**src/source/cachePkg.sv**
```systemverilog
package cachePkg;

  // Cache geometry
  localparam int numSets = 64;
  localparam int numWays = 2;
  localparam int wordsPerBlock = 4;

  // Byte address fields, tag | set | word offset | byte
  localparam int byteBits = 2;
  localparam int setBits = $clog2(numSets);
  localparam int offsetBits = $clog2(wordsPerBlock);
  localparam int tagBits = 32 - setBits - offsetBits - byteBits;

  // Field positions inside a byte address
  localparam int offsetLsb = byteBits;
  localparam int setLsb = offsetLsb + offsetBits;
  localparam int tagLsb = setLsb + setBits;

  // Counter value of the final word of a block
  localparam logic [offsetBits-1:0] lastWord = offsetBits'(wordsPerBlock - 1);

  // Controller states
  typedef enum logic [1:0] {
    ready,
    writeBack,
    memRead,
    refillDone
  } cacheState;

  // Memory port operation
  typedef enum logic {
    memOpRead,
    memOpWrite
  } memOp;

endpackage
```
**src/source/cacheController.sv**
```systemverilog
`timescale 1ns/1ps

module cacheController (
  input  logic                            clk,
  input  logic                            reset,
  // Processor side
  input  logic                            cpuReqValid,
  input  logic                            cpuWrite,
  input  logic [31:0]                     cpuAddr,
  input  logic [31:0]                     cpuWdata,
  input  logic [3:0]                      cpuByteMask,
  output logic                            cpuReqReady,
  output logic                            cpuRspValid,
  output logic [31:0]                     cpuRdata,
  // Memory side
  output logic                            memReqValid,
  output cachePkg::memOp                  memOpcode,
  output logic [31:0]                     memAddr,
  output logic [31:0]                     memWdata,
  input  logic                            memReqReady,
  input  logic                            memRspValid,
  input  logic [31:0]                     memRdata,
  // Lookup results
  input  logic                            hit,
  input  logic                            hitWay,
  input  logic                            victimWay,
  input  logic                            victimDirty,
  input  logic [cachePkg::tagBits-1:0]    victimTag,
  input  logic [31:0]                     selRdata,
  // Way control
  output logic [cachePkg::setBits-1:0]    wayIndex,
  output logic [cachePkg::offsetBits-1:0] wayOffset,
  output logic [cachePkg::numWays-1:0]    wayWe,
  output logic                            wayFill,
  output logic [31:0]                     wayWdata,
  output logic [3:0]                      wayByteMask,
  output logic [cachePkg::tagBits-1:0]    wayNewTag,
  output logic                            waySetDirty,
  output logic                            lruUpdate,
  output logic                            usedWay
);

  cachePkg::cacheState state, nextState;
  logic [cachePkg::offsetBits-1:0] wordCount;
  logic rspPending;
  logic readPending;
  logic lookupLive;
  logic accept;
  logic wordAdvance;
  logic [31:0] fillWord;

  // Request captured at acceptance
  logic [cachePkg::tagBits-1:0] reqTag;
  logic [cachePkg::setBits-1:0] reqIndex;
  logic [cachePkg::offsetBits-1:0] reqOffset;
  logic reqWrite;
  logic [31:0] reqWdata;
  logic [3:0] reqMask;
  logic missWay;
  logic [cachePkg::tagBits-1:0] missTag;

  // Ways look at the live address only while a new request can be taken
  assign lookupLive = (state == cachePkg::ready) && !rspPending;
  assign cpuReqReady = lookupLive;
  assign accept = cpuReqValid && cpuReqReady;

  assign wayIndex = lookupLive ? cpuAddr[cachePkg::setLsb +: cachePkg::setBits] : reqIndex;
  assign wayNewTag = lookupLive ? cpuAddr[cachePkg::tagLsb +: cachePkg::tagBits] : reqTag;

  always_comb begin
    if (lookupLive) begin
      wayOffset = cpuAddr[cachePkg::offsetLsb +: cachePkg::offsetBits];
    end else if (state == cachePkg::writeBack || state == cachePkg::memRead) begin
      wayOffset = wordCount;
    end else begin
      wayOffset = reqOffset;
    end
  end

  always_ff @(posedge clk) begin
    if (accept) begin
      reqTag <= cpuAddr[cachePkg::tagLsb +: cachePkg::tagBits];
      reqIndex <= cpuAddr[cachePkg::setLsb +: cachePkg::setBits];
      reqOffset <= cpuAddr[cachePkg::offsetLsb +: cachePkg::offsetBits];
      reqWrite <= cpuWrite;
      reqWdata <= cpuWdata;
      reqMask <= cpuByteMask;
      missWay <= victimWay;
      missTag <= victimTag;
    end
  end

  // One step per accepted write or returned read
  assign wordAdvance = (state == cachePkg::writeBack && memReqReady) ||
                       (state == cachePkg::memRead && memRspValid);

  always_ff @(posedge clk, posedge reset) begin
    if (reset) begin
      state <= cachePkg::ready;
      wordCount <= '0;
      rspPending <= 1'b0;
      readPending <= 1'b0;
    end else begin
      state <= nextState;
      rspPending <= accept && hit;
      if (wordAdvance) begin
        wordCount <= wordCount + 1'b1;
      end
      if (state == cachePkg::memRead && memReqValid && memReqReady) begin
        readPending <= 1'b1;
      end else if (memRspValid) begin
        readPending <= 1'b0;
      end
    end
  end

  always_comb begin
    nextState = state;
    case (state)
      cachePkg::ready: begin
        if (accept && !hit) begin
          nextState = victimDirty ? cachePkg::writeBack : cachePkg::memRead;
        end
      end
      cachePkg::writeBack: begin
        if (memReqReady && wordCount == cachePkg::lastWord) begin
          nextState = cachePkg::memRead;
        end
      end
      cachePkg::memRead: begin
        if (memRspValid && wordCount == cachePkg::lastWord) begin
          nextState = cachePkg::refillDone;
        end
      end
      default: nextState = cachePkg::ready;
    endcase
  end

  // Memory port, one request in flight at most
  assign memReqValid = (state == cachePkg::writeBack) ||
                       (state == cachePkg::memRead && !readPending);
  assign memOpcode = (state == cachePkg::writeBack) ? cachePkg::memOpWrite
                                                    : cachePkg::memOpRead;
  assign memAddr = {(state == cachePkg::writeBack) ? missTag : reqTag,
                    reqIndex, wordCount, 2'b00};
  assign memWdata = selRdata;

  // Store data overrides the fetched word at the request offset
  always_comb begin
    for (int b = 0; b < 4; b++) begin
      if (reqWrite && wordCount == reqOffset && reqMask[b]) begin
        fillWord[8*b +: 8] = reqWdata[8*b +: 8];
      end else begin
        fillWord[8*b +: 8] = memRdata[8*b +: 8];
      end
    end
  end

  always_comb begin
    wayWe = '0;
    wayFill = 1'b0;
    wayWdata = cpuWdata;
    wayByteMask = cpuByteMask;
    waySetDirty = 1'b0;
    if (state == cachePkg::memRead && memRspValid) begin
      wayWe[missWay] = 1'b1;
      wayFill = 1'b1;
      wayWdata = fillWord;
      wayByteMask = 4'hf;
      waySetDirty = reqWrite;
    end else if (accept && hit && cpuWrite) begin
      wayWe[hitWay] = 1'b1;
      waySetDirty = 1'b1;
    end
  end

  assign lruUpdate = (accept && hit) || (state == cachePkg::refillDone);
  assign usedWay = (state == cachePkg::refillDone) ? missWay : hitWay;

  // Both hit and refill answers read back through the ways
  assign cpuRspValid = rspPending || (state == cachePkg::refillDone);
  assign cpuRdata = selRdata;

  memHoldsUnderStall: assert property (@(posedge clk) disable iff (reset)
    memReqValid && !memReqReady |=> memReqValid && $stable(memAddr) &&
                                    $stable(memOpcode) && $stable(memWdata));

  // Counter wraps back to zero by the end of each burst
  counterAtRest: assert property (@(posedge clk) disable iff (reset)
    (state == cachePkg::ready || state == cachePkg::refillDone) |-> wordCount == '0);

endmodule

```
**config.mk**
```make
export PLATFORM = sky130hd
export DESIGN_NAME = cacheController
export DESIGN_NICKNAME = d
export VERILOG_FILES = /design/src/source/cachePkg.sv /design/src/source/cacheController.sv
export SDC_FILE = /design/constraint.sdc
export NUM_CORES = 1
export LEC_CHECK = 0
export ABC_CLOCK_PERIOD_IN_PS = 4000
export BUFFER_PORTS_ARGS = -buffer_cell sky130_fd_sc_hd__buf_2
export CORE_AREA = 2 2 131 133
export DETAILED_ROUTE_END_ITERATION = 12
export DIE_AREA = 0 0 133 135
export PLACE_DENSITY = 0.64
export SLEW_MARGIN = 25
export SYNTH_ARGS = -nofsm -noshare
export SYNTH_HDL_FRONTEND = slang
export SYNTH_SLANG_ARGS = --single-unit
```
**constraint.sdc**
```tcl
create_clock -name clk -period 4 [get_ports clk]
set_input_delay 0.4 -clock clk [delete_from_list [all_inputs] [get_ports clk]]
set_output_delay 0.4 -clock clk [all_outputs]
set_load 0.1 [all_outputs]
```
# Word level (Yosys, flattened, before mapping)
# Index checks and enable logic that the tools add are counted.
# totals
ff_bits,96
inputBits,164
out_inout_bits,172
wordCells,84
# classes
add_sub_neg,1
order_cmp,4
eq_ne,8
n_mux,29
n_reduce_logical,30
# ops
op,n
$mux 22,2
$mux 32,1
$mux 8,4
$logic_and 1x1->1,19
$mux 2,8
$mux 1,9
$eq 2x2->1 const B,3
$mux 6,1
$ne 2x1->1 const B,3
$pmux 2 s3,1
$logic_or 1x1->1,5
$lt 1x2->1 const B,2
$mux 4,1
$logic_not 1->1,3
$reduce_and 3->1,1
$add 2x1->2 const B,1
$demux 1 s1,2
$eq 2x1->1 const B,1
$eq 2x2->1,1
$ge 1x1->1 const B,2
$logic_not 2->1,1
$reduce_bool 2->1,1

# Depth between registers and ports, before layout
# Gate-level depths: netlist of the first run.
# logic_depth
ltp_word,7
mapped_depth,7
mapped_depth_nobuf,6

# Worst setup path after synthesis of the first run
# Ideal clock, no wire load.
# synth_path
path_type,reg-to-output
startpoint,reg state[1]
endpoint,out wayWe[1] in the netlist's numbering
t_arrival_ps,3829
required_ps,3600
path_slack_ps,-229
path_stages_with_launch,8
n_path_buf,2
cell_sequence,dfrtp_1 -> inv_1 -> ha_1 -> nor2b_1 -> buf_2 -> buf_2 -> nand4_1 -> o21ai_0
# synth_via
elab_chain_len,7
word_cells_on_any_way,9
classes_between,eq/ne (1); mux (2); reduce/logical (6)
# synth_rtl
element,line_no,text
from (decl),cacheController.sv:43,"cachePkg::cacheState state, nextState;"
from (signal assigned),cacheController.sv:99,state <= cachePkg::ready;
from (signal assigned),cacheController.sv:104,state <= nextState;
$logic_not 2->1,cacheController.sv:63,assign lookupLive = (state == cachePkg::ready) && !rspPending;
$logic_and 1x1->1,cacheController.sv:63,
named net cpuReqReady,cacheController.sv:12,"output logic cpuReqReady,"
$logic_and 1x1->1,cacheController.sv:65,assign accept = cpuReqValid && cpuReqReady;
$logic_and 1x1->1 (2 in a row),cacheController.sv:171,end else if (accept && hit && cpuWrite) begin
$mux 2,cacheController.sv:171,
$mux 2,cacheController.sv:165,if (state == cachePkg::memRead && memRspValid) begin
to (decl),cacheController.sv:33,"output logic [cachePkg::numWays-1:0] wayWe,"
# The timed path passes the listed nets, and every way through them passes these cells.

# Final worst setup path of the first run
# layout_path
startpoint,reg state[0]
endpoint,out wayWdata[22]
# layout_via
elab_chain_len,3
# layout_rtl
element,line_no,text
$eq 2x2->1,cacheController.sv:165,
$logic_and 1x1->1,cacheController.sv:165,
$mux 32,cacheController.sv:165,
to (decl),cacheController.sv:35,"output logic [31:0] wayWdata,"
# No other way between the ends.

==> results.json, run 1 <==
{
  "coreArea_um2": 16400,
  "cp-end-kind": "output port",
  "busiest_layer": "met2",
  "synth_edf_count": 90,
  "antenna_cells": 0,
  "grt_use_total": 0.176,
  "grt_pass1_wl_mm": 24.1,
  "synth_top_area_share": 0.507,
  "die_x_um": 133,
  "synth_area_leaders": "edfxtp_1, mux2_2, buf_4",
  "synth_area_um2": 5330,
  "slowest_delay_ns": 0.48,
  "antenna_left": 0,
  "synthArstFlopShare": 0.0625,
  "detailed_place_hpwl_mm": 12.8,
  "cts-resized-gates": 0,
  "place_area_um2": 6270,
  "maxCapViolCount": 0,
  "die-area_um2": 18000,
  "fmax_mhz": 301,
  "reg2regPathDepth": 6,
  "cts_buffers": 9,
  "rsz0062_at_grt": "no",
  "grt_overflow": 0,
  "fin_ws_ns": 0.680,
  "hold-path-cell-count": 1,
  "hp-start": "victimTag[8]",
  "ys.warnings.count": 0,
  "post-route-min-period_ns": 3.32,
  "cp_slowest_cell": "buf_2",
  "grt_start_max_net_pins": 67,
  "nets": 758,
  "tns_ns": 0,
  "outcome": "finished clean",
  "pre_cts_ws_ns": 1.01,
  "reg2reg_slack_ns": 1.12,
  "required_ns": 3.60,
  "layout-drive-gt1-share": 0.539,
  "reg2reg_to": "reqWdata[2]",
  "cts_tree": "built",
  "dr.pass1.iters": 5,
  "timing_hold_violations_final": 0,
  "drc": 0,
  "synth_ff_type": "edfxtp_1",
  "design_area_um2": 6590,
  "io_buffer_count": 235,
  "finalSetupViolations": 0,
  "use_met2": 0.316,
  "via_count": 4103,
  "grtUsageMet3": 0.0646,
  "worst_skew_pair.late_latency_ns": 0.34,
  "holdCritPathClass": "primary input to flip-flop",
  "slew_violations": 0,
  "synthCells": 428,
  "gr-usage-met1": 0.197,
  "cts.sinks": 96,
  "min_to": "missTag[8]",
  "antenna_found_initial": 2,
  "routed_via_density": 5.04,
  "yosysMostFrequentCell": "edfxtp_1",
  "area_growth_pct": 23.7,
  "tightest_slew_ns": 0.910,
  "die_y_um": 135,
  "clockBufferDepth": 2,
  "skew_ns": 0.00886,
  "path_class": "flip-flop to output port",
  "cts-root-buf": "clkbuf_16",
  "drt_iter0_drc": 146,
  "clkTransAtPathRegs_ns": 0.08,
  "synth_cell_types": 36,
  "ios": 336,
  "wl_mm": 16.6,
  "rows": 47,
  "h-tree-depth": 3,
  "yosysTopAreaCell": "edfxtp_1",
  "gp_congestion": 0.780,
  "syn_area_per_cell_um2": 12.5,
  "post-cts-setup-buffer-count": 0,
  "period_share": 0.830,
  "reg2reg_from": "state[1]",
  "synth_common_cells": "edfxtp_1, buf_4, mux2_2",
  "max-slew-margin-rel": 0.394,
  "synth-seq-area-share": 0.535,
  "crit_chain": "inv_1 > ha_1 > nand2_1 > inv_2 > buf_4 > nor2_1 > a31oi_1 > buf_2",
  "initial_core_util": 0.325,
  "wire_per_inst_um": 20.4,
  "ys_ff_latch": 96,
  "cp.arrival_ns": 2.92,
  "grt_pass1_vias": 4098,
  "cp_max_fo": 33,
  "start_kind": "flip-flop"
}
==> metal layers <==
layer / share of wire / vias to the layer above
met5: 0 / -
met4: 0.013 / 0
met3: 0.091 / 16
met2: 0.52 / 249
met1: 0.37 / 1943
li1: - / 1895
==> cell usage in the layout (no fill, tap or decap), types with 3 or more instances in the layout <==
cell type | Yosys | routed
mux2_2 | 53 | 53
nand2_1 | 12 | 12
nand2b_1 | 5 | 5
buf_4 | 66 | 8
mux2i_1 | 3 | 3
or4b_1 | 32 | 32
o31ai_1 | 32 | 32
clkinv_8 | 0 | 3
o21ai_0 | 6 | 4
buf_2 | 13 | 235
dfrtp_1 | 6 | 6
edfxtp_1 | 90 | 90
clkbuf_16 | 0 | 9
a31oi_1 | 32 | 32
nor2_1 | 32 | 32
ha_1 | 5 | 5
inv_1 | 4 | 4
==> cell families (layout without fill, tap and decap cells) <==
| logic type | count (synthesis) | after routing | share of synthesized area |
|---|---|---|---|
| multiplexers | 56 | 56 | 0.118 |
| adder cells (fa/ha/maj) | 5 | 5 | 0.0117 |
| AND/OR/NAND/NOR | 90 | 90 | 0.108 |
| buffers and inverters | 101 | 266 | 0.123 |
| flip-flops | 96 | 96 | 0.535 |
| AO/OA/AOI/OAI | 76 | 76 | 0.0965 |
| XOR/XNOR | 3 | 3 | 0.00774 |
| other | 1 | 2 | 0.000703 |
==> state kept, by name (all words and copies together) (netlist names), 2 cells and up <==
name and cells:
state 2, reqOffset 2, reqTag 22, reqMask 4
wordCount 2, reqWdata 32, reqIndex 6, missTag 22
==> metrics by stage <==
step	cells	utilization	hold WS (ns)
after CTS	814	0.402	0.199
after global placement	796	0.381	0.331
after detailed placement	797	0.382	0.349
after global routing	814	0.402	0.193
after floorplan	429	-	0.191
final	814	0.402	0.218
==> worst max-delay path by stage <==
stage | start | end | slack, ns | cells after the start
final | state[0] | wayWdata[22] | 0.68 | 8
after global routing | state[0] | wayWdata[22] | 0.45 | 8
after CTS | state[0] | wayWdata[22] | 0.61 | 8
after detailed placement | state[0] | wayWdata[22] | 1.01 | 8
after global placement | state[0] | wayWdata[20] | 1.04 | 8
after floorplan | wordCount[0] | wayWdata[10] | 0.06 | 4
==> timing repair <==
item / in CTS / in global routing
hold buffers: 1 / 0
hold endpoints to repair: 6 / 0
endpoints found under the setup margin: 0 / 0
==> critical path: cells and delay by family, from the launching register on <==
kind	cells	cell delay (ns)
buf+inv	4	1.31
simple gates	2	0.37
fa+ha+maj	1	0.22
flops	1	0.43
compound gates	1	0.23
==> area by class of cell <==
class                   instances  area, um^2
fillers                      1608        9810
inverters                       5        18.8
multi-input cells             232        1860
clock buffers                   9         225
well taps                     220         275
repair buffers                245        1270
flip-flops and latches         96        2850
clock inverters                 7        86.3
Power of run 1 is not shown: default switching activity piles up to over one toggle a cycle in this logic, so the estimate is an artifact.
==> run 2: changes to the inputs <==
ABC_CLOCK_PERIOD_IN_PS = 2650   (was 4000)
clock period = 2.65 ns   (was 4 ns; I/O delays follow)
==> run 2 against run 1 <==
Wire length decreased by 4.1%. Critical path type unchanged. Final area increased by 22%. Non-clock buffer count increased by 10. Final cell count increased by 1.5%. Sequential cell count unchanged. Worst hold slack got worse by 0.13 ns. Register-to-register slack got worse by 0.44 ns. Via count increased by 1.3%.
==> results.json, run 2 (synthesis gave the netlist of run 1 again) <==
{
  "outcome": "finished clean",
  "maxCapViolCount": 0,
  "design_area_um2": 8060,
  "busiest_layer": "met2",
  "tns_ns": 0,
  "layout_commonest_cell": "buf_2",
  "crit_chain": "xor2_4 > buf_12 > or4b_1 > a31oi_2 > buf_12",
  "gr-usage-met1": 0.195,
  "crit_top_cell": "buf_12",
  "die_y_um": 135,
  "clockBufferDepth": 2,
  "crit_family": "simple AND/OR/NAND/NOR gates",
  "dp_cells": 801,
  "final_cells": 826,
  "initial_core_util": 0.325,
  "cp-end-kind": "output port",
  "detailed_place_hpwl_mm": 11.6,
  "slew_violations": 0,
  "cts.sinks": 96,
  "fin_ws_ns": 0.0693,
  "cp_max_fo": 54,
  "antenna_left": 0,
  "cts-root-buf": "clkbuf_16",
  "cts_buffers": 9,
  "gp_congestion": 0.830,
  "holdCritPathClass": "primary input to flip-flop",
  "via_count": 4156,
  "reg_top3": "reqWdata x32, missTag x22, reqTag x22",
  "pre_cts_ws_ns": 0.282,
  "rows": 47,
  "largest_register": "reqWdata",
  "crit_buf_inv": 2,
  "worst_skew_pair.late_latency_ns": 0.34,
  "layout_common_cells": "buf_2, edfxtp_1, buf_12",
  "wire_per_inst_um": 19.3,
  "wl_mm": 16.0,
  "use_met2": 0.289,
  "cts_tree": "built",
  "rsz0062_at_grt": "no",
  "max-slew-margin-rel": 0.662,
  "slowest_delay_ns": 0.56,
  "clkTransAtPathRegs_ns": 0.07,
  "ios": 336,
  "fmax_mhz": 387,
  "required_ns": 2.38,
  "post-route-min-period_ns": 2.58,
  "largest_reg_flops": 32,
  "grt_pass1_wl_mm": 23.6,
  "io_buffer_count": 235,
  "coreArea_um2": 16400,
  "grt_use_total": 0.172,
  "layout-drive-gt1-share": 0.610,
  "dr.pass1.iters": 5,
  "nFillCells": 1440,
  "grt_start_max_net_pins": 55,
  "grt_overflow": 0,
  "finalSetupViolations": 0,
  "area_growth_pct": 51.1,
  "timing_hold_violations_final": 0,
  "antenna_found_initial": 2,
  "grt_pass1_vias": 4243,
  "nets": 769,
  "place_area_um2": 7620,
  "routed_via_density": 5.03,
  "tightest_slew_ns": 0.507,
  "drc": 0,
  "die_x_um": 133,
  "grtUsageMet3": 0.0582,
  "start_kind": "flip-flop",
  "drt_iter0_drc": 217,
  "h-tree-depth": 3,
  "cp.arrival_ns": 2.32,
  "period_share": 0.974,
  "die-area_um2": 18000,
  "cp_slowest_cell": "or4b_1",
  "path_class": "flip-flop to output port",
  "skew_ns": 0.00767
}
run 2: layout make-up:
type | count | area [um^2] | share of cell area
Multi-Input combinational cell | 232 | 2340 | 0.290
Timing Repair Buffer | 255 | 2260 | 0.280
Antenna cell | 1 | 2.50 | 0.000311
Tap cell | 220 | 275 | 0.0342
Inverter | 5 | 45.0 | 0.00559
Clock inverter | 5 | 31.3 | 0.00388
Clock buffer | 11 | 243 | 0.0301
Timing Repair inverter | 1 | 8.76 | 0.00109
Sequential cell | 96 | 2860 | 0.354
run 2: final timing paths:
| kind | to | from | slack, ns | depth (start not counted) |
|---|---|---|---|---|
| worst max-delay path | wayWdata[26] | reqOffset[0] | 0.07 | 5 |
| worst min-delay path | missTag[7] | victimTag[7] | 0.09 | 1 |
| worst max register to register | state[0] | state[1] | 0.68 | 5 |
| worst min register to register | readPending | readPending | 0.55 | 2 |
| max in group asynchronous | wordCount[0] | reset | 1.98 | 3 |
| min in group asynchronous | rspPending | reset | 0.43 | 3 |
run 2: per-stage QoR:
step,util,hold slack [ns]
global placement,0.465,0.224
finish,0.491,0.0903
detailed placement,0.465,0.221
CTS,0.484,0.0727
floorplan,-,0.0558
global route,0.491,0.0689
run 2: timing repair:
item | 4_1_cts | 5_1_grt
hold endpoints to repair | 6 | 0
buffers inserted | 2 | 2
hold buffers | 1 | 0
pin swaps | 4 | 3
gates cloned | 0 | 3
endpoints found under the setup margin | 45 | 30
resized for setup | 5 | 9
run 2: metal layers:
layer / up-vias / part of all wire
met5: - / 0.00044
met4: 2 / 0.034
met3: 49 / 0.087
met2: 223 / 0.50
met1: 1967 / 0.38
li1: 1915 / -
Power of run 2 is left out for the same reason.
