$ cat src/source/cachePkg.sv
package cachePkg;

  // Cache geometry
  localparam int numSets = 64;
  localparam int numWays = 2;
  localparam int wordsPerBlock = 4;

  // Byte address fields, tag | set | word offset | byte
  localparam int byteBits = 2;
  localparam int setBits = $clog2(numSets);
  localparam int offsetBits = $clog2(wordsPerBlock);
  localparam int tagBits = 32 - setBits - offsetBits - byteBits;

  // Field positions inside a byte address
  localparam int offsetLsb = byteBits;
  localparam int setLsb = offsetLsb + offsetBits;
  localparam int tagLsb = setLsb + setBits;

  // Counter value of the final word of a block
  localparam logic [offsetBits-1:0] lastWord = offsetBits'(wordsPerBlock - 1);

  // Controller states
  typedef enum logic [1:0] {
    ready,
    writeBack,
    memRead,
    refillDone
  } cacheState;

  // Memory port operation
  typedef enum logic {
    memOpRead,
    memOpWrite
  } memOp;

endpackage
$ cat src/source/waySelect.sv
`timescale 1ns/1ps

module waySelect (
  input  logic                                               clk,
  input  logic                                               reset,
  input  logic [cachePkg::tagBits-1:0]                       reqTag,
  input  logic [cachePkg::setBits-1:0]                       index,
  input  logic [cachePkg::numWays-1:0][cachePkg::tagBits-1:0] wayTag,
  input  logic [cachePkg::numWays-1:0]                       wayValid,
  input  logic [cachePkg::numWays-1:0]                       wayDirty,
  input  logic [cachePkg::numWays-1:0][31:0]                 wayRdata,
  input  logic                                               lruUpdate,
  input  logic                                               usedWay,
  output logic                                               hit,
  output logic                                               hitWay,
  output logic                                               victimWay,
  output logic                                               victimDirty,
  output logic [cachePkg::tagBits-1:0]                       victimTag,
  output logic [31:0]                                        rdata
);

  // Most recently used way of each set
  logic [cachePkg::numSets-1:0] lruBits;
  logic [cachePkg::numWays-1:0] wayHit;

  always_comb begin
    for (int w = 0; w < cachePkg::numWays; w++) begin
      wayHit[w] = wayValid[w] && (wayTag[w] == reqTag);
    end
  end

  assign hit = |wayHit;
  assign hitWay = wayHit[1];

  // Empty way first, otherwise the one not used last
  always_comb begin
    if (!wayValid[0]) begin
      victimWay = 1'b0;
    end else if (!wayValid[1]) begin
      victimWay = 1'b1;
    end else begin
      victimWay = ~lruBits[index];
    end
  end

  assign victimDirty = wayDirty[victimWay];
  assign victimTag = wayTag[victimWay];

  // Victim word goes out on a miss so write-back can read it
  assign rdata = hit ? wayRdata[hitWay] : wayRdata[victimWay];

  always_ff @(posedge clk, posedge reset) begin
    if (reset) begin
      lruBits <= '0;
    end else if (lruUpdate) begin
      lruBits[index] <= usedWay;
    end
  end

  // A refill never duplicates a resident tag
  singleHit: assert property (@(posedge clk) disable iff (reset)
    !(wayHit[0] && wayHit[1]));

endmodule

$ cat config.mk
export PLATFORM = sky130hd
export DESIGN_NAME = waySelect
export DESIGN_NICKNAME = d
export VERILOG_FILES = /design/src/source/cachePkg.sv /design/src/source/waySelect.sv
export SDC_FILE = /design/constraint.sdc
export NUM_CORES = 1
export LEC_CHECK = 0
export BUFFER_PORTS_ARGS = -buffer_cell sky130_fd_sc_hd__buf_2
export CORE_ASPECT_RATIO = 0.75
export CORE_MARGIN = 1
export CORE_UTILIZATION = 44
export DETAILED_ROUTE_END_ITERATION = 8
export GPL_TIMING_DRIVEN = 0
export HOLD_SLACK_MARGIN = 0.02
export PLACE_DENSITY = 0.78
export REMOVE_ABC_BUFFERS = 1
export SETUP_SLACK_MARGIN = 0.1
export SYNTH_ARGS = -nofsm -noshare
export SYNTH_HDL_FRONTEND = slang
export SYNTH_SLANG_ARGS = --single-unit
$ cat constraint.sdc
create_clock -name clk -period 3.3 [get_ports clk]
set_input_delay 0.66 -clock clk [delete_from_list [all_inputs] [get_ports clk]]
set_output_delay 0.66 -clock clk [all_outputs]
set_load 0.005 [all_outputs]
After elaboration in Yosys (flattened, before gate mapping)
Cells that the tools add are included.
W data, S select, Z words.
Cells by class
  $add $sub $neg: 0
  multiply operators: 0
  divide/modulo/power cells: 0
  order comparisons: 4
  eq/ne operators: 2
  shift-type cells: 0
  multiplexer cells: 16
  bitwise operators: 1
  reductions and logical operators: 4
Operators with widths (count)
  $mux W32: 5
  $bwmux W64: 1
  $eq A22 B22 Y1: 2
  $mux W22: 2
  $lt A6 B7 Y1 const B: 1
  $bmux W1 S6: 1
  $demux W1 S6: 1
  $ge A6 B1 Y1 const B: 1
  $mux W1: 6
  $lt A1 B2 Y1 const B: 2
  $logic_and A1 B1 Y1: 3
  $reduce_or A2 Y1: 1
  $not A1 Y1: 1
Storage, ports and cells
  register bits: 64
  bits in latches: 0
  bits in writable memories: 0
  ROM bits: 0
  bits of input ports: 144
  output and inout port bits: 58
  word-level logic and storage cells: 28
  memories: 0

Depth between registers and ports, before layout
Gate-level depths: netlist of the first run.
  depth after elaboration: 8
  gate-level depth with buffers: 12
  depth with buffers taken out: 7

Worst setup path before layout of the first run
OpenSTA, ideal clock, no wires.
  path kind: input -> output
  start point: in index[2] (netlist name)
  end point: out rdata[10]
  arrival time: 2.706 ns
  required time: 2.640 ns
  slack: -0.066 ns
  stages: 10
  path buffers: 4
  cell sequence: buf_2 > buf_4 > mux4_2 > a21oi_1 > nor2_1 > a41o_1 > buf_6 > a21oi_4 > buf_6 > mux2_2
Between the ends
  longest elaborated chain between the ends: 8
RTL lines
  start, declared: RTL line waySelect.sv:7  | input logic [cachePkg::setBits-1:0] index,
  $bmux W1 S6: RTL line waySelect.sv:42  | victimWay = ~lruBits[index];
  $mux W1 (implied by the code): RTL line waySelect.sv:42
  $not A1 Y1: RTL line waySelect.sv:42
  $mux W1: RTL line waySelect.sv:39  | end else if (!wayValid[1]) begin
  $mux W1: RTL line waySelect.sv:37  | if (!wayValid[0]) begin
  $mux W32 (implied by the code) (2 in a row): RTL line waySelect.sv:50  | assign rdata = hit ? wayRdata[hitWay] : wayRdata[victimWay];
  $mux W32: RTL line waySelect.sv:50
  end, declared: RTL line waySelect.sv:19  | output logic [31:0] rdata
Every way passes these cells. The select of a mux whose other input is x is not followed.

Final worst setup path of the first run
  start point: in index[4] (netlist name)
  end point: out rdata[9]
The elaborated chain is that of the path after synthesis.

==> impl_results.html, run 1 <==
<table>
<tr><th>Metric</th><th>Value</th></tr>
<tr><th colspan="2">Final layout</th></tr>
<tr><td>NumNets Final</td><td>818</td></tr>
<tr><td>Final instance area</td><td>roughly 0.0072 sq mm</td></tr>
<tr><td>Area Overhead vs Synth</td><td>54.5%</td></tr>
<tr><td>Final std cells w/o fill</td><td>between 800 and 900</td></tr>
<tr><td>Largest regs</td><td>lruBits: 64 flops</td></tr>
<tr><td>Share of post-route cells with drive strength above 1</td><td>approximately 61%</td></tr>
<tr><td>Most flop-heavy register</td><td>lruBits</td></tr>
<tr><td>Max FFs per register</td><td>64</td></tr>
<tr><th colspan="2">Floorplanning</th></tr>
<tr><td>Core footprint</td><td>around 0.010 sq mm</td></tr>
<tr><td>Y dimension of the die</td><td>91.3 microns</td></tr>
<tr><td>Effective utilization at floorplan</td><td>between 40% and 50%</td></tr>
<tr><td>Die outline area</td><td>0.0111 sq mm</td></tr>
<tr><td>Die Span X</td><td>121 microns</td></tr>
<tr><td>I/O pin total</td><td>just over 200</td></tr>
<tr><td>Row count</td><td>32</td></tr>
<tr><th colspan="2">Yosys</th></tr>
<tr><td>Dominant cells by area after synthesis</td><td>sky130_fd_sc_hd__dfrtp_1 34%, sky130_fd_sc_hd__mux2_2 29%, sky130_fd_sc_hd__xor2_1 4.9%</td></tr>
<tr><td>Mean cell area of the mapped netlist</td><td>roughly 10 sq um</td></tr>
<tr><td>Post-synth ARST share</td><td>100%</td></tr>
<tr><td>Yosys top cell by area</td><td>sky130_fd_sc_hd__dfrtp_1</td></tr>
<tr><td>FF+latch count, synth</td><td>64</td></tr>
<tr><td>Sequential share of the synthesized area</td><td>about a third</td></tr>
<tr><td>Most frequent cells after synthesis</td><td>122 x sky130_fd_sc_hd__mux2_2, 64 x sky130_fd_sc_hd__dfrtp_1, 40 x sky130_fd_sc_hd__nor2_1</td></tr>
<tr><td>Leading cell type by number of instances after synthesis</td><td>sky130_fd_sc_hd__mux2_2</td></tr>
<tr><td>Area share of the leading cell type in the synthesized netlist</td><td>34.2%</td></tr>
<tr><td>Post-synthesis instance area</td><td>about 0.0047 sq mm</td></tr>
<tr><td>Post-synth EDFFs</td><td>0</td></tr>
<tr><td>Most used DFF post-synth</td><td>sky130_fd_sc_hd__dfrtp_1</td></tr>
<tr><td>Number of unique standard cell types used by synthesis</td><td>46</td></tr>
<tr><td>Synthesized netlist cell count</td><td>around 450</td></tr>
<tr><td>Yosys warning total</td><td>0</td></tr>
<tr><th colspan="2">Setup path</th></tr>
<tr><td>Delay of the slowest cell on the worst path</td><td>340 ps</td></tr>
<tr><td>Required time of the worst setup path</td><td>between 2000 and 3000 ps</td></tr>
<tr><td>Category of the most critical setup path</td><td>in -&gt; out</td></tr>
<tr><td>Critical Path Start Type</td><td>primary input</td></tr>
<tr><td>Arrival @ worst endpoint</td><td>a little under 3000 ps</td></tr>
<tr><td>Peak fanout along the critical path</td><td>13</td></tr>
<tr><td>Critical path's slowest cell</td><td>sky130_fd_sc_hd__nor3b_4</td></tr>
<tr><td>Worst-path cell chain</td><td>buf_2, nor3b_4, o21ai_0, o221ai_1, o22ai_2, a41o_4, buf_12, a21oi_4, buf_8, mux2_4, buf_6</td></tr>
<tr><td>Critical path's top delay family</td><td>compound AO/OA/AOI/OAI gates</td></tr>
<tr><td>Buf/Inv on CP</td><td>4</td></tr>
<tr><td>Critical path endpoint category</td><td>output port</td></tr>
<tr><th colspan="2">Placed design</th></tr>
<tr><td>Post-Place Cell Area</td><td>approximately 0.0057 sq mm</td></tr>
<tr><td>Cells after DPL</td><td>760</td></tr>
<tr><td>Input/output buffers</td><td>roughly 200</td></tr>
<tr><td>Routability-driven placement congestion ratio</td><td>approximately 0.91</td></tr>
<tr><td>Post-Place Worst Slack</td><td>-1800 ps</td></tr>
<tr><td>Detailed Place HPWL</td><td>between 10 and 15 mm</td></tr>
<tr><th colspan="2">STA</th></tr>
<tr><td>RSZ-0062 raised after global routing</td><td>true</td></tr>
<tr><td>Pin slew with the least headroom to its limit</td><td>1030 ps</td></tr>
<tr><td>Highest clock rate</td><td>between 200 and 300 MHz</td></tr>
<tr><td>Worst slew slack as a fraction of its limit</td><td>between 30% and 40%</td></tr>
<tr><td>Final hold vios</td><td>0</td></tr>
<tr><td>Final Cycle Share</td><td>108%</td></tr>
<tr><td>Setup TNS</td><td>-10940 ps</td></tr>
<tr><td>Maximum clock skew at final layout</td><td>0 ps</td></tr>
<tr><td>Final number of max-transition violations</td><td>0</td></tr>
<tr><td>Final worst setup slack</td><td>-272 ps</td></tr>
<tr><td>Minimum period implied by the final worst setup slack</td><td>between 3000 and 4000 ps</td></tr>
<tr><td>Final setup violation count</td><td>between 50 and 60</td></tr>
<tr><th colspan="2">GRT</th></tr>
<tr><td>Overflow after GRT</td><td>0</td></tr>
<tr><td>Global-route wire length before repair</td><td>~28 mm</td></tr>
<tr><td>Number of global-route vias before repair</td><td>slightly above 5000</td></tr>
<tr><td>Antenna violations before repair</td><td>3</td></tr>
<tr><td>Gr usage total</td><td>33.2%</td></tr>
<tr><td>Maximum number of pins on one net before global-route repair</td><td>65</td></tr>
<tr><th colspan="2">Worst hold path</th></tr>
<tr><td>Hold/Removal Path Class</td><td>in -&gt; async</td></tr>
<tr><th colspan="2">Detailed routing</th></tr>
<tr><td>Antenna-violating nets left</td><td>0</td></tr>
<tr><td>Number of iterations in the first detailed-routing pass</td><td>6</td></tr>
<tr><td>Number of vias after detailed routing</td><td>4944</td></tr>
<tr><td>WL final</td><td>approximately 19 mm</td></tr>
<tr><td>Drt initial violations</td><td>~590</td></tr>
<tr><td>Via density</td><td>6.04</td></tr>
<tr><td>Post-detailed-route DRC marker count</td><td>0</td></tr>
<tr><td>Drt wl/cell</td><td>roughly 24 microns</td></tr>
<tr><th colspan="2">Clock network</th></tr>
<tr><td>CTS Buf Count</td><td>9</td></tr>
<tr><td>TritonCTS clock tree</td><td>done</td></tr>
<tr><td>H-Tree Level Count</td><td>3</td></tr>
<tr><td>Largest buffer count on any clock path</td><td>2</td></tr>
<tr><td>Clk pin slew, worst setup/hold paths</td><td>60 ps</td></tr>
<tr><td>Clk sink count</td><td>between 60 and 70</td></tr>
<tr><td>Clk Tree Root Cell</td><td>sky130_fd_sc_hd__clkbuf_16</td></tr>
<tr><td>Hold_buf cts</td><td>0</td></tr>
<tr><td>Clock latency on the worst-skew pair</td><td>340 ps</td></tr>
<tr><th colspan="2">Power and ir drop</th></tr>
<tr><td>Worst IR Drop VDD</td><td>around 0.26 mV</td></tr>
<tr><td>Power per unit of standard cell area</td><td>~400 mW/mm^2</td></tr>
<tr><td>Static leakage power</td><td>approximately 0.0035 uW</td></tr>
<tr><th colspan="2">Flow run</th></tr>
<tr><td>Total of max-cap violations</td><td>0</td></tr>
<tr><th colspan="2">Status</th></tr>
<tr><td>Status</td><td>finished, violations left</td></tr>
<tr><td>Violated checks</td><td>negative setup slack</td></tr>
</table>
-- timing repair --
action	4_1_cts	5_1_grt
endpoints found under the setup margin	56	56
gates resized for setup	91	68
gates cloned	8	2
pin swaps	10	12
buffers inserted	20	12
-- logic make-up after synthesis --
logic type,Yosys count,share of synthesized area [%]
and+or+nand+nor,143,15.4
xor gates and xnor gates,44,8.23
buffers and inverters,32,3.74
DFF,64,34.2
AOI/OAI and AO/OA,32,5.27
muxes,137,33.2
-- layout by cell type (no fill, tap or decap), types with 10 or more instances in the layout --
cell type,synthesis,final
sky130_fd_sc_hd__mux2i_1,10,10
sky130_fd_sc_hd__nand3_1,11,11
sky130_fd_sc_hd__buf_6,5,35
sky130_fd_sc_hd__nand4_1,11,11
sky130_fd_sc_hd__nand2_1,32,32
sky130_fd_sc_hd__xnor2_1,18,18
sky130_fd_sc_hd__clkbuf_16,0,10
sky130_fd_sc_hd__dfrtp_1,64,64
sky130_fd_sc_hd__buf_4,2,23
sky130_fd_sc_hd__xor2_1,26,26
sky130_fd_sc_hd__nor2_1,40,37
sky130_fd_sc_hd__mux2_2,122,78
sky130_fd_sc_hd__buf_2,8,162
sky130_fd_sc_hd__mux2_4,0,47
-- report_power, final --
part	switching, uW	internal [uW]
Clock	358	658
Sequential	62.8	890
Combinational	395	535
-- area by class of cell --
cell class | count | area [sq um]
fill | 675 | 3100
clock inverter | 6 | 83.8
multi-input combinational | 359 | 3330
sequential | 64 | 1600
tap | 136 | 170
clock buffer | 10 | 229
timing repair buffer | 238 | 1790
inverter | 2 | 11.3
antenna | 4 | 10.0
-- metal layers --
| layer | share of wire, % | GRT usage [%] | vias up |
|---|---|---|---|
| li1 | - | - | 2096 |
| met1 | 39 | 41.0 | 2390 |
| met2 | 47 | 52.7 | 366 |
| met3 | 8.9 | 8.92 | 92 |
| met4 | 5.4 | 18.1 | 0 |
| met5 | 0 | 0 | - |
-- worst paths after layout --
| kind | cells after the start | from | slack, ps | end |
|---|---|---|---|---|
| hold reg to reg | 1 | lruBits[57] | 500 | lruBits[57] |
| setup reg to reg | 1 | lruBits[43] | 2450 | lruBits[43] |
| hold / removal | 2 | reset | 350 | lruBits[46] |
| max in group asynchronous | 3 | reset | 2330 | lruBits[55] |
| min in group clk | 1 | lruBits[57] | 500 | lruBits[57] |
| setup / recovery | 11 | index[4] | -270 | rdata[9] |
-- metrics by stage --
stage | utilization (%) | power (uW) | hold WS, ps
detailed placement | 55.3 | 1590 | 484
floorplan | - | 1290 | 469
global placement | 55.1 | 1560 | 480
CTS | 66.2 | 2760 | 375
global route | 70.0 | 2990 | 398
finish | 70.0 | 2900 | 349
No activity file was read; power rests on OpenSTA's default activity.
==> run 2, diff against run 1 <==
--- a/config.mk
+++ b/config.mk
@@ -7,12 +7,10 @@
 export LEC_CHECK = 0
 export BUFFER_PORTS_ARGS = -buffer_cell sky130_fd_sc_hd__buf_2
 export CORE_ASPECT_RATIO = 0.75
-export CORE_MARGIN = 1
-export CORE_UTILIZATION = 44
+export CORE_UTILIZATION = 50
 export DETAILED_ROUTE_END_ITERATION = 8
-export GPL_TIMING_DRIVEN = 0
 export HOLD_SLACK_MARGIN = 0.02
-export PLACE_DENSITY = 0.78
+export PLACE_DENSITY = 0.83
 export REMOVE_ABC_BUFFERS = 1
 export SETUP_SLACK_MARGIN = 0.1
 export SYNTH_ARGS = -nofsm -noshare
==> constraint.sdc (replaced) <==
create_clock -name clk -period 4.4 [get_ports clk]
set_input_delay 0.88 -clock clk [delete_from_list [all_inputs] [get_ports clk]]
set_output_delay 0.88 -clock clk [all_outputs]
set_load 0.005 [all_outputs]
==> impl_results.html, run 2 (same netlist as run 1, synthesis figures left out) <==
<table>
<tr><th>Metric</th><th>Value</th></tr>
<tr><th colspan="2">Clock network</th></tr>
<tr><td>Clk sink count</td><td>64</td></tr>
<tr><td>Largest buffer count on any clock path</td><td>2</td></tr>
<tr><td># Post-CTS Setup Buffers</td><td>0</td></tr>
<tr><td>Clk pin slew, worst setup/hold paths</td><td>about 50 ps</td></tr>
<tr><td>TritonCTS clock tree</td><td>done</td></tr>
<tr><td>CTS Buf Count</td><td>9</td></tr>
<tr><td>H-Tree Level Count</td><td>3</td></tr>
<tr><td>Clk Tree Root Cell</td><td>sky130_fd_sc_hd__clkbuf_16</td></tr>
<tr><td>Clock latency on the worst-skew pair</td><td>~330 ps</td></tr>
<tr><td>Hold_buf cts</td><td>0</td></tr>
<tr><th colspan="2">STA</th></tr>
<tr><td>Highest clock rate</td><td>239 MHz</td></tr>
<tr><td>WHS</td><td>roughly 500 ps</td></tr>
<tr><td>Final worst setup slack</td><td>approximately 220 ps</td></tr>
<tr><td>RSZ-0062 raised after global routing</td><td>false</td></tr>
<tr><td>Final hold vios</td><td>0</td></tr>
<tr><td>Final number of max-transition violations</td><td>0</td></tr>
<tr><td>Final Cycle Share</td><td>95.0%</td></tr>
<tr><td>Setup TNS</td><td>0 ps</td></tr>
<tr><td>Minimum period implied by the final worst setup slack</td><td>4180 ps</td></tr>
<tr><td>Worst slew slack as a fraction of its limit</td><td>between 30% and 40%</td></tr>
<tr><td>Pin slew with the least headroom to its limit</td><td>1030 ps</td></tr>
<tr><td>Final setup violation count</td><td>0</td></tr>
<tr><td>Maximum clock skew at final layout</td><td>0 ps</td></tr>
<tr><th colspan="2">Floorplanning</th></tr>
<tr><td>Effective utilization at floorplan</td><td>roughly 50%</td></tr>
<tr><td>I/O pin total</td><td>between 200 and 250</td></tr>
<tr><td>Die outline area</td><td>just under 0.01 sq mm</td></tr>
<tr><td>Core footprint</td><td>approximately 0.0091 sq mm</td></tr>
<tr><td>Y dimension of the die</td><td>between 80 and 90 microns</td></tr>
<tr><td>Die Span X</td><td>roughly 110 microns</td></tr>
<tr><td>Row count</td><td>30</td></tr>
<tr><th colspan="2">Setup path</th></tr>
<tr><td>Critical path's slowest cell</td><td>sky130_fd_sc_hd__mux2_2</td></tr>
<tr><td>Category of the most critical setup path</td><td>in -&gt; out</td></tr>
<tr><td>Arrival @ worst endpoint</td><td>approximately 3300 ps</td></tr>
<tr><td>R2r startpoint</td><td>lruBits[9]</td></tr>
<tr><td>Peak fanout along the critical path</td><td>24</td></tr>
<tr><td>Crit path top cell by count</td><td>sky130_fd_sc_hd__buf_2</td></tr>
<tr><td>Crit Reg-Reg Endpoint</td><td>lruBits[9]</td></tr>
<tr><td>Critical path endpoint category</td><td>output port</td></tr>
<tr><td>Cell count of the worst reg-to-reg path</td><td>1</td></tr>
<tr><td>Required time of the worst setup path</td><td>about 3500 ps</td></tr>
<tr><td>Worst-path cell chain</td><td>buf_2, buf_4, mux4_2, nand2b_1, a32o_1, nor2_1, a41o_1, buf_8, mux2_2, buf_2</td></tr>
<tr><td>Critical Path Start Type</td><td>primary input</td></tr>
<tr><td>Delay of the slowest cell on the worst path</td><td>a little under 400 ps</td></tr>
<tr><td>Worst reg-to-reg setup slack</td><td>roughly 3600 ps</td></tr>
<tr><th colspan="2">Worst hold path</th></tr>
<tr><td>Endpoint of the worst hold path</td><td>lruBits[6]</td></tr>
<tr><td>Hold path startpoint</td><td>lruBits[6]</td></tr>
<tr><td>Hold/Removal Path Class</td><td>reg -&gt; reg</td></tr>
<tr><td>Hold path depth</td><td>1</td></tr>
<tr><th colspan="2">Power and ir drop</th></tr>
<tr><td>Worst IR Drop VDD</td><td>between 0.15 and 0.2 mV</td></tr>
<tr><td>Static leakage power</td><td>between 0.002 and 0.003 uW</td></tr>
<tr><td>Power per unit of standard cell area</td><td>319 mW/mm^2</td></tr>
<tr><th colspan="2">Placed design</th></tr>
<tr><td>Post-Place Worst Slack</td><td>just under 80 ps</td></tr>
<tr><td>Detailed Place HPWL</td><td>11.6 mm</td></tr>
<tr><td>Routability-driven placement congestion ratio</td><td>between 0.9 and 1</td></tr>
<tr><td>Post-Place Cell Area</td><td>0.00580 sq mm</td></tr>
<tr><td>Input/output buffers</td><td>201</td></tr>
<tr><th colspan="2">Final layout</th></tr>
<tr><td>Combined flip-flop and latch cell area</td><td>roughly 0.0016 sq mm</td></tr>
<tr><td>Final instance area</td><td>just over 0.006 sq mm</td></tr>
<tr><td>Commonest cells after routing, fill and taps aside</td><td>199 x sky130_fd_sc_hd__buf_2, 122 x sky130_fd_sc_hd__mux2_2, 64 x sky130_fd_sc_hd__dfrtp_1</td></tr>
<tr><td>Max FFs per register</td><td>64</td></tr>
<tr><td>NumNets Final</td><td>approximately 800</td></tr>
<tr><td>Most flop-heavy register</td><td>lruBits</td></tr>
<tr><td>Most common cell after layout, fill and taps aside</td><td>sky130_fd_sc_hd__buf_2</td></tr>
<tr><td>Largest regs</td><td>lruBits: 64 flops</td></tr>
<tr><td>Filler instances</td><td>701</td></tr>
<tr><td>Share of post-route cells with drive strength above 1</td><td>between 50 and 60%</td></tr>
<tr><td>Area Overhead vs Synth</td><td>31.9%</td></tr>
<tr><td>Multi-input gate area in the final layout</td><td>between 0.002 and 0.003 sq mm</td></tr>
<tr><th colspan="2">GRT</th></tr>
<tr><td>Global-route wire length before repair</td><td>approximately 23 mm</td></tr>
<tr><td>Number of global-route vias before repair</td><td>~4400</td></tr>
<tr><td>Maximum number of pins on one net before global-route repair</td><td>65</td></tr>
<tr><td>Gr usage total</td><td>roughly 31%</td></tr>
<tr><td>Antenna violations before repair</td><td>9</td></tr>
<tr><td>Overflow after GRT</td><td>0</td></tr>
<tr><th colspan="2">Detailed routing</th></tr>
<tr><td>Antenna-violating nets left</td><td>0</td></tr>
<tr><td>Number of vias after detailed routing</td><td>4497</td></tr>
<tr><td>WL final</td><td>~15 mm</td></tr>
<tr><td>Via density</td><td>approximately 5.7</td></tr>
<tr><td>Post-detailed-route DRC marker count</td><td>0</td></tr>
<tr><td>Drt initial violations</td><td>336</td></tr>
<tr><td>Drt wl/cell</td><td>18.9 microns</td></tr>
<tr><td>Number of iterations in the first detailed-routing pass</td><td>5</td></tr>
<tr><th colspan="2">Status</th></tr>
<tr><td>Status</td><td>complete, no violations</td></tr>
<tr><th colspan="2">Flow run</th></tr>
<tr><td>Total of max-cap violations</td><td>0</td></tr>
</table>
-- run 2: changes by cell type in the layout (fill, tap and decap cells not counted), moves of 11 or more --
cell / delta
sky130_fd_sc_hd__buf_6: -34
sky130_fd_sc_hd__buf_4: -11
sky130_fd_sc_hd__mux2_4: -47
sky130_fd_sc_hd__mux2_2: +44
sky130_fd_sc_hd__buf_2: +37
-- run 2: worst max-delay path by stage --
| stage | slack (ps) | from | end | depth (start not counted) |
|---|---|---|---|---|
| after global routing | 120 | index[0] | victimTag[9] | 11 |
| after global placement | 90 | index[2] | victimTag[9] | 9 |
| after floorplan | 250 | index[0] | rdata[19] | 7 |
| final | 220 | index[1] | victimTag[9] | 10 |
| after CTS | 140 | index[2] | rdata[11] | 11 |
| after detailed placement | 80 | index[0] | victimTag[9] | 11 |
-- run 2: per-stage QoR --
step / total power (uW) / util, % / cells
final: 1970 / 68.0 / 789
after global routing: 2050 / 68.0 / 789
after CTS: 1970 / 67.4 / 781
after detailed placement: 1200 / 63.8 / 765
after global placement: 1180 / 63.8 / 765
after floorplan: 970 / - / 422
-- run 2: layout make-up --
cell class	count	share of cell area, %
inverter	2	0.122
clock inverter	6	1.34
multi-input combinational	356	47.3
sequential	64	25.9
antenna	8	0.324
clock buffer	10	3.87
timing repair buffer	215	18.5
tap	128	2.59
-- run 2: per-layer routing --
layer	track usage (%)	routed length [microns]	vias up
met4	14.0	487	2
met5	0	8	-
met1	40.1	6190	2203
met3	8.06	1090	33
li1	-	-	2038
met2	50.1	7170	221
-- run 2: what timing repair did --
item | in CTS | in global routing
gates resized for setup | 1 | 10
endpoints found under the hold margin | 0 | 0
pin swaps | 0 | 1
setup endpoints to repair | 8 | 55
-- run 2: where the power goes --
part / switching, uW / internal (uW) / total [uW] / leakage (uW)
clock: 258 / 507 / 766 / 0.000158
sequential: 42.7 / 667 / 710 / 0.000850
combinational: 225 / 270 / 495 / 0.00189
-- run 2: critical path: cells and delay by family --
kind,cells,cell delay [ps]
buf+inv,4,880
mux,2,700
compound gates,2,510
simple gates,2,330
